File: config.mk
export PLATFORM = sky130hd
export DESIGN_NAME = exec_top
export DESIGN_NICKNAME = d
export VERILOG_FILES = /design/src/logic/exec_pkg.sv /design/src/logic/issue_if.sv /design/src/logic/exec_top.sv /design/src/logic/exec_unit.sv /design/src/logic/issue_ctrl.sv /design/src/logic/credit_counter.sv /design/src/logic/alu.sv
export VERILOG_INCLUDE_DIRS = /design/src /design/src/logic
export SDC_FILE = /design/constraint.sdc
export NUM_CORES = 1
export LEC_CHECK = 0
export BUFFER_PORTS_ARGS = -buffer_cell sky130_fd_sc_hd__buf_2
export CAP_MARGIN = 5
export CORE_MARGIN = 3
export CORE_UTILIZATION = 30
export CTS_CLUSTER_DIAMETER = 100
export DETAILED_ROUTE_END_ITERATION = 16
export GPL_TIMING_DRIVEN = 0
export PLACE_DENSITY_LB_ADDON = 0.15
export SETUP_SLACK_MARGIN = 0.3
export SLEW_MARGIN = 40
export SYNTH_ARGS = -nofsm -noshare
export SYNTH_HDL_FRONTEND = slang
export SYNTH_SLANG_ARGS = --single-unit
File: constraint.sdc
create_clock -name clk -period 7.7 [get_ports clk]
set_clock_uncertainty 0.2 [all_clocks]
set_input_delay 0.385 -clock clk [delete_from_list [all_inputs] [get_ports clk]]
set_output_delay 0.385 -clock clk [all_outputs]
set_load 0.05 [all_outputs]
File: src/logic/exec_config.svh
`ifndef EXEC_CONFIG_SVH
`define EXEC_CONFIG_SVH

// data and address width.
`define EXEC_XLEN 32

// downstream result slots, 1 to 15.
`define EXEC_CREDITS 4

`endif
File: src/logic/exec_pkg.sv
`include "exec_config.svh"

package exec_pkg;

    typedef logic [`EXEC_XLEN-1:0] word_t;
    typedef logic [4:0]            reg_idx_t;
    typedef logic [3:0]            credit_t;

    typedef enum logic [3:0] {
        KIND_ALU     = 4'd0,
        KIND_JAL     = 4'd1,
        KIND_JALR    = 4'd2,
        KIND_BRANCH  = 4'd3,
        KIND_CSRRW   = 4'd4,
        KIND_CSRRS   = 4'd5,
        KIND_ECALL   = 4'd6,
        KIND_MRET    = 4'd7,
        KIND_FENCE_I = 4'd8
    } exec_kind_t;

    // all sixteen codes in use.
    typedef enum logic [3:0] {
        ALU_ADD  = 4'd0,
        ALU_SUB  = 4'd1,
        ALU_AND  = 4'd2,
        ALU_OR   = 4'd3,
        ALU_XOR  = 4'd4,
        ALU_SLL  = 4'd5,
        ALU_SRL  = 4'd6,
        ALU_SRA  = 4'd7,
        ALU_SLT  = 4'd8,
        ALU_SLTU = 4'd9,
        ALU_EQ   = 4'd10,
        ALU_NE   = 4'd11,
        ALU_LT   = 4'd12,
        ALU_GE   = 4'd13,
        ALU_LTU  = 4'd14,
        ALU_GEU  = 4'd15
    } alu_op_t;

    typedef enum logic [1:0] {
        ST_RUN   = 2'd0,
        ST_DRAIN = 2'd1
    } ctrl_state_t;

endpackage

File: src/logic/issue_if.sv
`timescale 1ns/1ps

interface issue_if;
    import exec_pkg::*;

    logic       valid;
    logic       fire;
    word_t      pc;
    exec_kind_t kind;
    alu_op_t    op;
    word_t      src1;
    word_t      src2;
    word_t      imm;
    word_t      csr_data;
    logic       src1_is_pc;
    logic       src2_is_imm;
    reg_idx_t   rd;

    // acceptance side.
    modport ctrl (input valid, input kind, output fire);

    modport datapath (
        input fire, input valid, input pc, input kind, input op,
        input src1, input src2, input imm, input csr_data,
        input src1_is_pc, input src2_is_imm, input rd
    );

endinterface

File: src/logic/exec_top.sv
`timescale 1ns/1ps

module exec_top (
    input  logic                 clk,
    input  logic                 rst,
    input  logic                 issue_valid,
    input  exec_pkg::word_t      issue_pc,
    input  exec_pkg::exec_kind_t issue_kind,
    input  exec_pkg::alu_op_t    issue_op,
    input  exec_pkg::word_t      issue_src1,
    input  exec_pkg::word_t      issue_src2,
    input  exec_pkg::word_t      issue_imm,
    input  exec_pkg::word_t      issue_csr_data,
    input  logic                 issue_src1_is_pc,
    input  logic                 issue_src2_is_imm,
    input  exec_pkg::reg_idx_t   issue_rd,
    output logic                 issue_ready,
    input  logic                 credit_return,
    output logic                 res_valid,
    output exec_pkg::reg_idx_t   res_rd,
    output exec_pkg::word_t      res_value,
    output exec_pkg::word_t      res_csr_wdata,
    output logic                 redirect_valid,
    output exec_pkg::word_t      redirect_pc
);
    import exec_pkg::*;

    credit_t count;
    logic    full;

    issue_if iss ();

    assign iss.valid       = issue_valid;
    assign iss.pc          = issue_pc;
    assign iss.kind        = issue_kind;
    assign iss.op          = issue_op;
    assign iss.src1        = issue_src1;
    assign iss.src2        = issue_src2;
    assign iss.imm         = issue_imm;
    assign iss.csr_data    = issue_csr_data;
    assign iss.src1_is_pc  = issue_src1_is_pc;
    assign iss.src2_is_imm = issue_src2_is_imm;
    assign iss.rd          = issue_rd;

    // one credit per accepted op.
    credit_counter u_credits (
        .clk       (clk),
        .rst       (rst),
        .spend     (iss.fire),
        .give_back (credit_return),
        .count     (count),
        .full      (full)
    );

    issue_ctrl u_ctrl (
        .clk   (clk),
        .rst   (rst),
        .iss   (iss),
        .count (count),
        .full  (full),
        .ready (issue_ready)
    );

    exec_unit u_exec (
        .clk            (clk),
        .rst            (rst),
        .iss            (iss),
        .res_valid      (res_valid),
        .res_rd         (res_rd),
        .res_value      (res_value),
        .res_csr_wdata  (res_csr_wdata),
        .redirect_valid (redirect_valid),
        .redirect_pc    (redirect_pc)
    );

endmodule

File: src/logic/exec_unit.sv
`timescale 1ns/1ps
`include "exec_config.svh"

module exec_unit (
    input  logic               clk,
    input  logic               rst,
    issue_if.datapath          iss,
    output logic               res_valid,
    output exec_pkg::reg_idx_t res_rd,
    output exec_pkg::word_t    res_value,
    output exec_pkg::word_t    res_csr_wdata,
    output logic               redirect_valid,
    output exec_pkg::word_t    redirect_pc
);
    import exec_pkg::*;

    word_t op_a;
    word_t op_b;
    word_t alu_value;
    logic  alu_cond;
    word_t link_pc;
    word_t rel_target;
    word_t jalr_target;
    word_t value_d;
    word_t csr_wdata_d;
    word_t target_d;
    logic  redirect_d;
    logic  is_branch;

    assign is_branch = (iss.kind == KIND_BRANCH);

    // branches compare the raw registers.
    assign op_a = (iss.src1_is_pc && !is_branch) ? iss.pc : iss.src1;
    assign op_b = (iss.src2_is_imm && !is_branch) ? iss.imm : iss.src2;

    alu u_alu (
        .op    (iss.op),
        .a     (op_a),
        .b     (op_b),
        .value (alu_value),
        .cond  (alu_cond)
    );

    assign link_pc     = iss.pc + `EXEC_XLEN'd4;
    assign rel_target  = iss.pc + iss.imm;
    assign jalr_target = (iss.src1 + iss.imm) & ~word_t'(1);

    always_comb begin
        value_d     = '0;
        csr_wdata_d = '0;
        target_d    = '0;
        redirect_d  = 1'b0;
        unique case (iss.kind)
            KIND_ALU: value_d = alu_value;
            KIND_JAL: begin
                value_d    = link_pc;
                redirect_d = 1'b1;
                target_d   = rel_target;
            end
            KIND_JALR: begin
                value_d    = link_pc;
                redirect_d = 1'b1;
                target_d   = jalr_target;
            end
            KIND_BRANCH: begin
                redirect_d = alu_cond;
                target_d   = alu_cond ? rel_target : '0;
            end
            KIND_CSRRW: begin
                value_d     = iss.csr_data;
                csr_wdata_d = iss.src1;
            end
            KIND_CSRRS: begin
                value_d     = iss.csr_data;
                csr_wdata_d = iss.src1 | iss.csr_data;
            end
            KIND_ECALL, KIND_MRET: begin
                redirect_d = 1'b1;
                target_d   = iss.csr_data;
            end
            default: value_d = '0;
        endcase
    end

    always_ff @(posedge clk or posedge rst) begin
        if (rst) begin
            res_valid      <= 1'b0;
            redirect_valid <= 1'b0;
        end else begin
            res_valid      <= iss.fire;
            redirect_valid <= iss.fire & redirect_d;
        end
    end

    // payload, only loaded on an accepted op.
    always_ff @(posedge clk) begin
        if (iss.fire) begin
            res_rd        <= iss.rd;
            res_value     <= value_d;
            res_csr_wdata <= csr_wdata_d;
            redirect_pc   <= target_d;
        end
    end

endmodule

File: src/logic/issue_ctrl.sv
`timescale 1ns/1ps

module issue_ctrl (
    input  logic              clk,
    input  logic              rst,
    issue_if.ctrl             iss,
    input  exec_pkg::credit_t count,
    input  logic              full,
    output logic              ready
);
    import exec_pkg::*;

    ctrl_state_t state;
    ctrl_state_t state_next;
    logic        fence_fire;

    assign ready = (state == ST_RUN) && (count != '0);

    assign iss.fire = iss.valid & ready;

    assign fence_fire = iss.fire && (iss.kind == KIND_FENCE_I);

    always_comb begin
        state_next = state;
        unique case (state)
            ST_RUN: begin
                if (fence_fire) begin
                    state_next = ST_DRAIN;
                end
            end
            ST_DRAIN: begin
                // wait for all credits.
                if (full) begin
                    state_next = ST_RUN;
                end
            end
            default: state_next = ST_RUN;
        endcase
    end

    // reset lands in drain, so ready rises once the full count is seen.
    always_ff @(posedge clk or posedge rst) begin
        if (rst) begin
            state <= ST_DRAIN;
        end else begin
            state <= state_next;
        end
    end

endmodule

File: src/logic/credit_counter.sv
`timescale 1ns/1ps
`include "exec_config.svh"

module credit_counter (
    input  logic              clk,
    input  logic              rst,
    input  logic              spend,
    input  logic              give_back,
    output exec_pkg::credit_t count,
    output logic              full
);
    import exec_pkg::*;

    localparam credit_t CREDITS_MAX = credit_t'(`EXEC_CREDITS);

    // free downstream slots.
    always_ff @(posedge clk or posedge rst) begin
        if (rst) begin
            count <= CREDITS_MAX;
        end else begin
            unique case ({spend, give_back})
                2'b10:   count <= count - credit_t'(1);
                2'b01:   count <= count + credit_t'(1);
                default: count <= count;
            endcase
        end
    end

    // every result returned.
    assign full = (count == CREDITS_MAX);

endmodule

File: src/logic/alu.sv
`timescale 1ns/1ps

module alu (
    input  exec_pkg::alu_op_t op,
    input  exec_pkg::word_t   a,
    input  exec_pkg::word_t   b,
    output exec_pkg::word_t   value,
    output logic              cond
);
    import exec_pkg::*;

    logic [4:0] shamt;
    logic       eq;
    logic       lt_s;
    logic       lt_u;

    assign shamt = b[4:0];
    assign eq    = (a == b);
    assign lt_s  = ($signed(a) < $signed(b));
    assign lt_u  = (a < b);

    always_comb begin
        value = '0;
        unique case (op)
            ALU_ADD:  value = a + b;
            ALU_SUB:  value = a - b;
            ALU_AND:  value = a & b;
            ALU_OR:   value = a | b;
            ALU_XOR:  value = a ^ b;
            ALU_SLL:  value = a << shamt;
            ALU_SRL:  value = a >> shamt;
            ALU_SRA:  value = word_t'($signed(a) >>> shamt);
            ALU_SLT:  value = word_t'(lt_s);
            ALU_SLTU: value = word_t'(lt_u);
            // compare ops leave value at zero.
            default:  value = '0;
        endcase
    end

    always_comb begin
        cond = 1'b0;
        unique case (op)
            ALU_EQ:  cond = eq;
            ALU_NE:  cond = ~eq;
            ALU_LT:  cond = lt_s;
            ALU_GE:  cond = ~lt_s;
            ALU_LTU: cond = lt_u;
            ALU_GEU: cond = ~lt_u;
            default: cond = 1'b0;
        endcase
    end

endmodule

==> results of run 1 <==
[metal layers]
| layer | global-route usage [%] | routed length (µm) | share of wire, % | vias up |
|---|---|---|---|---|
| met5 | 0 | 39 | 0.032 | - |
| met4 | 15.5 | 5910 | 4.9 | 6 |
| met3 | 4.72 | 9450 | 7.8 | 281 |
| met2 | 57.8 | 55000 | 45 | 1322 |
| met1 | 47.5 | 51000 | 42 | 11000 |
| li1 | - | - | - | 9645 |
[power groups by stage]
stage	clock, mW	sequential [mW]	combinational, mW
CTS	0.527	0.874	2.54
finish	0.509	0.872	2.60
floorplan	0	1.33	1.21
global route	0.538	0.887	2.72
global placement	0	0.906	2.51
detailed placement	0	0.887	2.53
[Yosys cell counts (14+ instances only)]
library cell  number  area (µm²)
a211oi_1          32         240
a21o_1            53         398
a21oi_1          223        1120
a22oi_1           54         405
a31oi_1           34         213
and2_1            18         113
and3_1            29         181
buf_2             40         200
clkbuf_1          89         334
edfxtp_1         101        3030
ha_1             163        2040
inv_1            115         432
mux2_2            62         698
mux2i_1           90         901
nand2_1          180         676
nand3_1           80         400
nand4_1           23         144
nor2_1           175         657
nor2b_1           14        87.6
nor3_1            46         230
nor4_1            16         100
o211ai_1          62         465
o21a_1            16         120
o21ai_0          123         616
o21ai_1           47         235
o21bai_1          36         270
o221ai_1          26         228
o22ai_1           19         119
o31ai_1           15         113
xnor2_1           66         578
xor2_1            48         420
[stage by stage]
| step | hold WS, ns | instance area (µm²) | total power [mW] | util [%] | cells |
|---|---|---|---|---|---|
| 2_1_floorplan | -0.0131 | 18600 | 2.54 | - | 2383 |
| 4_1_cts | 0.138 | 21700 | 3.94 | 35.6 | 3519 |
| 3_3_place_gp | 0.125 | 21100 | 3.42 | 34.6 | 3490 |
| 6_report | 0.152 | 21700 | 3.98 | 35.6 | 3522 |
| 5_1_grt | 0.149 | 21700 | 4.15 | 35.6 | 3519 |
| 3_5_place_dp | 0.133 | 21300 | 3.41 | 35.0 | 3497 |
[what timing repair did]
action | 4_1_cts | 5_1_grt
gates resized for setup | 2 | 5
endpoints found under the hold margin | 12 | 0
hold buffers | 6 | 0
endpoints found under the setup margin | 28 | 11
[state kept, by name, summed over array words and instances, names as in the netlist]
signal,count
u_exec.res_csr_wdata,32
u_ctrl.state,1
u_credits.count,4
u_exec.redirect_valid,1
u_exec.redirect_pc,32
u_exec.res_rd,5
u_exec.res_value,32
u_exec.res_valid,1
[critical path: stages]
cell and delay (ns):
buf_2 0.29, nand4bb_2 0.26, buf_6 0.24, buf_6 0.15, buf_2 0.20, nand2_2 0.14, mux2i_2 0.54, clkbuf_2 0.38
buf_2 0.35, buf_2 0.34, ha_1 0.20, nor4b_1 0.60, nand3_1 0.28, nor3_1 0.32, nand4b_1 0.30, o2bb2ai_1 0.21
o211ai_1 0.12, o211ai_2 0.28, nor2_1 0.38, buf_2 0.42, buf_2 0.42, o221ai_1 0.23
[cell families (layout without fill, tap and decap cells)]
logic type / count (synthesis) / in the layout / synth area share (%)
AO/OA/AOI/OAI: 893 / 893 / 32.1
XOR/XNOR: 114 / 114 / 5.35
adder cells (fa/ha/maj): 168 / 168 / 11.5
buffers and inverters: 276 / 584 / 6.33
flip-flops: 108 / 108 / 17.2
multiplexers: 175 / 175 / 10.9
other: 0 / 3 / 0
AND/OR/NAND/NOR: 649 / 649 / 16.7
[final timing paths]
| path | start | end | slack [ns] | cells after the start |
|---|---|---|---|---|
| worst max-delay path | issue_kind[0] | u_exec.redirect_pc[16] | 0.53 | 22 |
| worst min-delay path | issue_csr_data[26] | u_exec.redirect_pc[26] | 0.15 | 2 |
| worst max register to register | u_credits.count[0] | u_credits.count[3] | 4.96 | 11 |
| worst min register to register | u_ctrl.state[0] | u_ctrl.state[0] | 0.27 | 2 |
| max in group asynchronous | rst | u_ctrl.state[0] | 6.78 | 3 |
| min in group asynchronous | rst | u_credits.count[0] | 0.25 | 3 |
[area by class of cell]
cell class / count / area, µm² / area share [%]
Buffer: 151 / 739 / 3.40
Tap cell: 828 / 1040 / 4.77
Clock inverter: 6 / 52.6 / 0.242
Multi-Input combinational cell: 1999 / 14400 / 66.5
Timing Repair Buffer: 292 / 1530 / 7.03
Inverter: 125 / 477 / 2.20
Sequential cell: 108 / 3210 / 14.8
Clock buffer: 10 / 229 / 1.05
Antenna cell: 3 / 7.51 / 0.0346
==> results.cfg, run 1 <==
[floorplan]
die_x_um = 255
fp.dieH_um = 255
rows = 90
die_area_mm2 = 0.0652
start_util_pct = 30.6
boundaryPins = 283
coreArea_mm2 = 0.0609

[logic_synthesis]
yosysSeqAreaShare_pct = 17.2
netlist_area_mm2 = 0.0186
syn-num-nets = 2730
synth_ff_type = edfxtp_1
synth-edff-count = 101
ys_types = 109
async_flop_share_pct = 6.48
yosys_warnings = 0
synth_cells = 2383
ys_ff_latch = 108
avgSynthCellArea_um2 = 7.83

[finish]
layout_common_cells = buf_2, a21oi_1, nand2_1
areaGrowthSynthToFinish_pct = 16.5
n_fill_cell = 6568
final_layout_size_suffix_gt1_share_pct = 20.4
nets = 3033
final_common_cell = buf_2

[detailed_routing]
finalWirelength_um = 121000
drtPass1Iterations = 6
vias_per_cell = 6.31
drc = 0
drtIter0Drc = 2356
via_count = 22200
drtAntennaViolNets = 0
wl_per_cell_um = 34.5

[grt]
grt_max_degree = 74
grt.overflow.total = 0
grt_pass1_wl_um = 168000
grt_pass1_vias = 21400
grtUsageTotal_pct = 35.7
antenna_found_initial = 9

[placement]
gp_congestion = 1.01
dp_hpwl_um = 102000
port_buffers = 279
pre_cts_slack_ns = -0.616

[critical_path]
startpoint_type = primary input
worst-setup-path-type = in -> reg
worst_ep_required_time_ns = 7.61
critPathMaxFanout = 11
crit_arrival_ns = 7.08
end_kind = register

[sta]
slew_headroom_pct = 34.4
fin_ws_ns = 0.531
drv_slew = 0
final-hold-violation-count = 0
period_minus_slack_ns = 7.17
rsz0062_at_grt = no
finalSetupTns_ns = 0
tightest_slew_ns = 0.979
fin_crit_sh_pct = 93.1
max_freq_mhz = 139
setup_viol = 0

[pwr]
ir_worst_vdd_mv = 0.107
switchingPower_mw = 2.21
pwr_density_cell_mw_per_mm2 = 183
sw_frac_of_total_pct = 55.4
pwr-share-comb_pct = 65.3
static-leakage-power_nw = 9.05
intPower_mw = 1.78
p_clk_share_pct = 12.8
seqPwrFrac_pct = 21.9

[worst_hold_path]
timing.hold.worst.class = in -> reg

[clock_network]
cts_buffers = 9
path_clk_slew_ns = 0.09
cts_tree = yes
cts_setup_buffers = 0
clkSinkCount = 108
clock_latency_ns = 0.40
clockRootBuffer = clkbuf_16
h-tree-depth = 3
clk_path_buf_depth = 2

[flow_run]
maxCapViolations = 0

[outcome]
status = finished, final reports clean
Note: power is estimated with default switching activity, not from simulation.
==> run 2, diff against run 1 <==
Clock period 7.7 ns to 8.3 ns, I/O delays scaled along.
==> results.cfg, run 2 (same netlist as run 1, synthesis figures left out) <==
[outcome]
status = finished, final reports clean

[grt]
grtUsageMet3_pct = 4.67
antenna_found_initial = 9
grt_max_degree = 74
grt.overflow.total = 0
grtUsageMet1_pct = 47.5
grt_pass1_vias = 21400
grtUsageTotal_pct = 35.7
grt_most_used_layer = met2
grt_pass1_wl_um = 167000
use_met2_pct = 57.8

[floorplan]
fp.dieH_um = 255
boundaryPins = 283
coreArea_mm2 = 0.0609
rows = 90
die_area_mm2 = 0.0652
die_x_um = 255
start_util_pct = 30.6

[sta]
final-hold-violation-count = 0
hold_ws_ns = 0.191
setup_viol = 0
drv_slew = 0
tightest_slew_ns = 1.00
fin_crit_sh_pct = 93.1
slew_headroom_pct = 33.0
max_freq_mhz = 129
rsz0062_at_grt = no
finalSetupTns_ns = 0
period_minus_slack_ns = 7.73

[detailed_routing]
vias_per_cell = 6.28
drtAntennaViolNets = 0
drtIter0Drc = 2361
wl_per_cell_um = 34.5
finalWirelength_um = 121000
drc = 0
drtPass1Iterations = 5
via_count = 22100

[worst_hold_path]
whs_path_depth = 2
timing.hold.worst.class = in -> reg

[clock_network]
clk_path_buf_depth = 2
clockRootBuffer = clkbuf_16
cts_setup_buffers = 0
path_clk_slew_ns = 0.09
h-tree-depth = 3
clkSinkCount = 108
cts_tree = yes
clock_latency_ns = 0.40
cts_buffers = 9

[critical_path]
slowest_stage = nor4_2
path_common_cell = buf_2
worst-setup-path-type = in -> reg
max_stage_delay_ns = 0.61
crit_arrival_ns = 7.63
crit_path_cell_trace = buf_2 -> nand4bb_2 -> buf_6 -> buf_6 -> buf_2 -> nand2_2 -> clkbuf_1 -> clkbuf_2 -> mux2_2 -> ha_1 -> clkbuf_1 -> nor4_1 -> nand3_1 -> nor4_2 -> nand2_1 -> a31oi_1 -> or2_2 -> o211ai_2 -> nor2_1 -> buf_2 -> buf_2 -> o221ai_1
startpoint_type = primary input
worst_ep_required_time_ns = 8.21
end_kind = register
r2r_cells = 11
critPathMaxFanout = 10

[finish]
final_common_cell = buf_2
areaGrowthSynthToFinish_pct = 16.3
layout_common_cells = buf_2, a21oi_1, nand2_1
final_layout_size_suffix_gt1_share_pct = 20.3
reg.largest.list = u_exec.redirect_pc (32), u_exec.res_csr_wdata (32), u_exec.res_value (32)
fin_util_pct = 35.6
nets = 3033

[flow_run]
maxCapViolations = 0

[pwr]
pwr_density_cell_mw_per_mm2 = 170
static-leakage-power_nw = 9.04
ir_worst_vdd_mv = 0.0990

[placement]
dp_hpwl_um = 102000
gp_congestion = 1.01
port_buffers = 279
## run 2: changes by cell type in the layout (fill, tap and decap cells not counted)
| cell | before | now |
|---|---|---|
| nor4_4 | 1 | 0 |
| mux2i_2 | 6 | 5 |
| clkbuf_1 | 69 | 71 |
| diode_2 | 3 | 2 |
| clkbuf_2 | 21 | 19 |
| mux2i_1 | 86 | 87 |
| nor4_1 | 13 | 14 |
## run 2: stage by stage
step | instances | setup slack [ns] | cell area [µm²] | total power, mW
floorplan | 2383 | 2.98 | 18600 | 2.35
global placement | 3490 | -0.0278 | 21100 | 3.17
detailed placement | 3497 | -0.0455 | 21300 | 3.17
CTS | 3519 | 0.366 | 21700 | 3.66
global route | 3519 | 0.402 | 21700 | 3.85
finish | 3521 | 0.574 | 21700 | 3.70
## run 2: per-layer routing
layer,up-vias,routed length (µm),part of all wire [%]
li1,9629,-,-
met1,10900,52000,43
met2,1265,54900,45
met3,284,8520,7.0
met4,6,6040,5.0
met5,-,39,0.032
## run 2: critical path: cells and delay by family
kind                       cells  cell delay [ns]
muxes                          1             0.45
adders and majority gates      1             0.30
and+or+nand+nor                8             2.61
buffers and inverters          9             2.92
AOI/OAI and AO/OA              3             0.88
## run 2: power breakdown
group          total [mW]  internal [mW]  switching (mW)
Combinational        2.42          0.668            1.75
Clock               0.474          0.212           0.262
Sequential          0.809          0.767          0.0415
Total                3.70           1.65            2.05
## run 2: worst paths after layout
check / slack [ns] / startpoint / to
min reg2reg: 0.27 / u_ctrl.state[0] / u_ctrl.state[0]
min in group asynchronous: 0.28 / rst / u_exec.redirect_valid
max: 0.57 / issue_kind[0] / u_exec.redirect_pc[16]
min: 0.19 / issue_csr_data[26] / u_exec.redirect_pc[26]
max in group asynchronous: 7.34 / rst / u_ctrl.state[0]
max reg2reg: 5.56 / u_credits.count[0] / u_credits.count[3]
## run 2: area by class of cell
type                            instances  area [µm²]
Clock buffer                           10         229
Inverter                              125         477
Tap cell                              828        1040
Timing Repair Buffer                  292        1530
Antenna cell                            2        5.00
Fill cell                            6571       39200
Clock inverter                          6        52.6
Sequential cell                       108        3210
Buffer                                151         737
Multi-Input combinational cell       1999       14400
## run 2: repair_timing
item / CTS / global route
gates resized for setup: 0 / 0
endpoints found under the hold margin: 12 / 0
hold buffers: 6 / 0
==> run 3, diff against run 2 <==
Settings changed: SYNTH_HIERARCHICAL from default to 1.
==> results.cfg, run 3 <==
[placement]
port_buffers = 281
dp_hpwl_um = 82600
place_area_mm2 = 0.0204
pre_cts_slack_ns = -0.823
gp_congestion = 1.03

[sta]
setup_viol = 0
drv_slew = 0
max_freq_mhz = 126
slew_headroom_pct = 35.8
rsz0062_at_grt = no
period_minus_slack_ns = 7.95
fin_ws_ns = 0.353
tightest_slew_ns = 0.963
hold_ws_ns = 0.0207
final-hold-violation-count = 0
fin_crit_sh_pct = 95.7

[flow_run]
maxCapViolations = 0

[clock_network]
h-tree-depth = 3
clockRootBuffer = clkbuf_16
cts_buffers = 9
cts_setup_buffers = 0
cts_tree = yes
path_clk_slew_ns = 0.08
clkSinkCount = 108
clock_latency_ns = 0.36
clk_path_buf_depth = 2

[finish]
layout_common_cells = buf_2, nor2_1, a21oi_1
postLayoutCellArea_mm2 = 0.0208
reg.largest.list = u_exec/redirect_pc (32), u_exec/res_csr_wdata (32), u_exec/res_value (32)
fin_util_pct = 35.7
areaGrowthSynthToFinish_pct = 16.4
final_layout_size_suffix_gt1_share_pct = 20.0
nets = 2912
final_common_cell = buf_2

[logic_synthesis]
syn-num-nets = 2605
avgSynthCellArea_um2 = 7.91
yosysSeqAreaShare_pct = 18.0
synthSimpleGateAreaFrac_pct = 17.3
synth_common_cells = nor2_1, a21oi_1, nand2_1
yosys.area.top_type_share_pct = 17.0
synth_top_family_by_area = compound AO/OA/AOI/OAI gates
ys_top_cells_by_area = edfxtp_1, ha_1, a21oi_1, mux4_2, nor2_1
synth_cells = 2259
netlist_area_mm2 = 0.0179
async_flop_share_pct = 6.48
synthAdderAreaFrac_pct = 11.9
ys_types = 98
synth_compound_area_share_pct = 28.7
synth_most_common_cell = nor2_1
synth_xor_xnor_area_share_pct = 5.25
synth_ff_type = edfxtp_1
synth-edff-count = 101
yosysTopAreaCell = edfxtp_1
ys_ff_latch = 108
synthMuxAreaShare_pct = 12.7
yosys_warnings = 6

[critical_path]
max_stage_delay_ns = 0.43
startpoint = issue_kind[0]
critPathBufInv = 9
startpoint_type = primary input
crit_arrival_ns = 7.90
slowest_stage = mux2_2
end_kind = register
worst-setup-path-type = in -> reg
rr_startpoint = u_credits/count[3]
r2r_cells = 10
worst_ep_required_time_ns = 8.25
path_delay_family = buffers and inverters
crit_cells = 25
path_common_cell = buf_2
critPathMaxFanout = 11
rr_endpoint = u_credits/count[3]
r2r_slack_ns = 5.14

[floorplan]
fp.dieH_um = 250
boundaryPins = 283
die_area_mm2 = 0.0625
start_util_pct = 30.7
die_x_um = 250
rows = 88
coreArea_mm2 = 0.0582

[detailed_routing]
wl_per_cell_um = 29.7
via_count = 20400
drtPass1Iterations = 8
finalWirelength_um = 99300
drc = 0
highest_layer = met4
drtIter0Drc = 2438
route.met2.wl_um = 46300
met1Wirelength_um = 42500
drtAntennaViolNets = 0
vias_per_cell = 6.12
wl_met3_um = 6990

[grt]
grt.overflow.total = 0
grt_pass1_vias = 19300
antenna_found_initial = 1
grt_max_degree = 20
grt_pass1_wl_um = 140000
grtUsageTotal_pct = 30.2

[pwr]
static-leakage-power_nw = 8.59
p_total_mw = 3.67
pwr_density_cell_mw_per_mm2 = 177
ir_worst_vdd_mv = 0.151

[worst_hold_path]
whs_path_depth = 1
hold_end = u_exec/res_rd[2]
timing.hold.worst.class = in -> reg
hp-start = issue_rd[2]

[outcome]
status = finished, final reports clean
[run 3: changes by cell type after synthesis, moves of 16 or more]
cell      delta
o211ai_1    -36
o21bai_1    -17
a21oi_1     -36
o21ai_0     +19
nand2_1     -17
mux4_2      +30
nand3_1     -37
clkbuf_1    +16
nor2_1      +47
buf_1       +19
mux2i_1     -37
buf_2       -19
[run 3: cell type report]
cell class | instances | area, µm²
repair buffers | 296 | 1560
clock buffers | 9 | 225
clock inverters | 7 | 108
inverters | 124 | 465
plain buffers | 155 | 649
well taps | 765 | 957
diodes | 2 | 5.00
multi-input cells | 1872 | 13600
fillers | 6195 | 37500
flip-flops and latches | 108 | 3210
[run 3: how the worst max path moves through the flow]
stage,endpoint,slack (ns)
global placement,u_exec/redirect_pc[25],-1.67
global route,u_exec/redirect_pc[2],0.37
detailed placement,u_exec/redirect_pc[2],-0.82
CTS,u_exec/redirect_pc[4],0.38
floorplan,u_credits/count[3],1.79
finish,u_exec/redirect_pc[2],0.35
[run 3: cells by family (layout without fill, tap and decap cells)]
kind of cell | after synthesis | count (layout)
compound gates | 776 | 776
buf+inv | 279 | 591
fa+ha+maj | 167 | 167
other cells | 0 | 2
simple gates | 654 | 654
mux | 168 | 168
xor+xnor | 107 | 107
flops | 108 | 108
[run 3: repair_timing]
item                       in CTS  in global routing
setup endpoints to repair      31                 10
hold endpoints to repair        8                  0
hold buffers                    2                  0
resized for setup               5                  2
[run 3: power by group]
group,switching (mW),internal [mW]
sequential,0.0566,0.782
clock,0.227,0.270
combinational,1.65,0.690
[run 3: through the flow]
stage	instances	TNS (ns)
6_report	3338	0
5_1_grt	3336	0
4_1_cts	3336	0
3_5_place_dp	3318	-18.22
3_3_place_gp	3305	-40.30
2_1_floorplan	2259	0
[run 3: routing by layer]
metal / vias to the layer above / track usage [%]
met5: - / 0
met4: 0 / 9.58
met3: 148 / 2.82
met2: 1092 / 50.4
met1: 10100 / 41.2
li1: 9103 / -
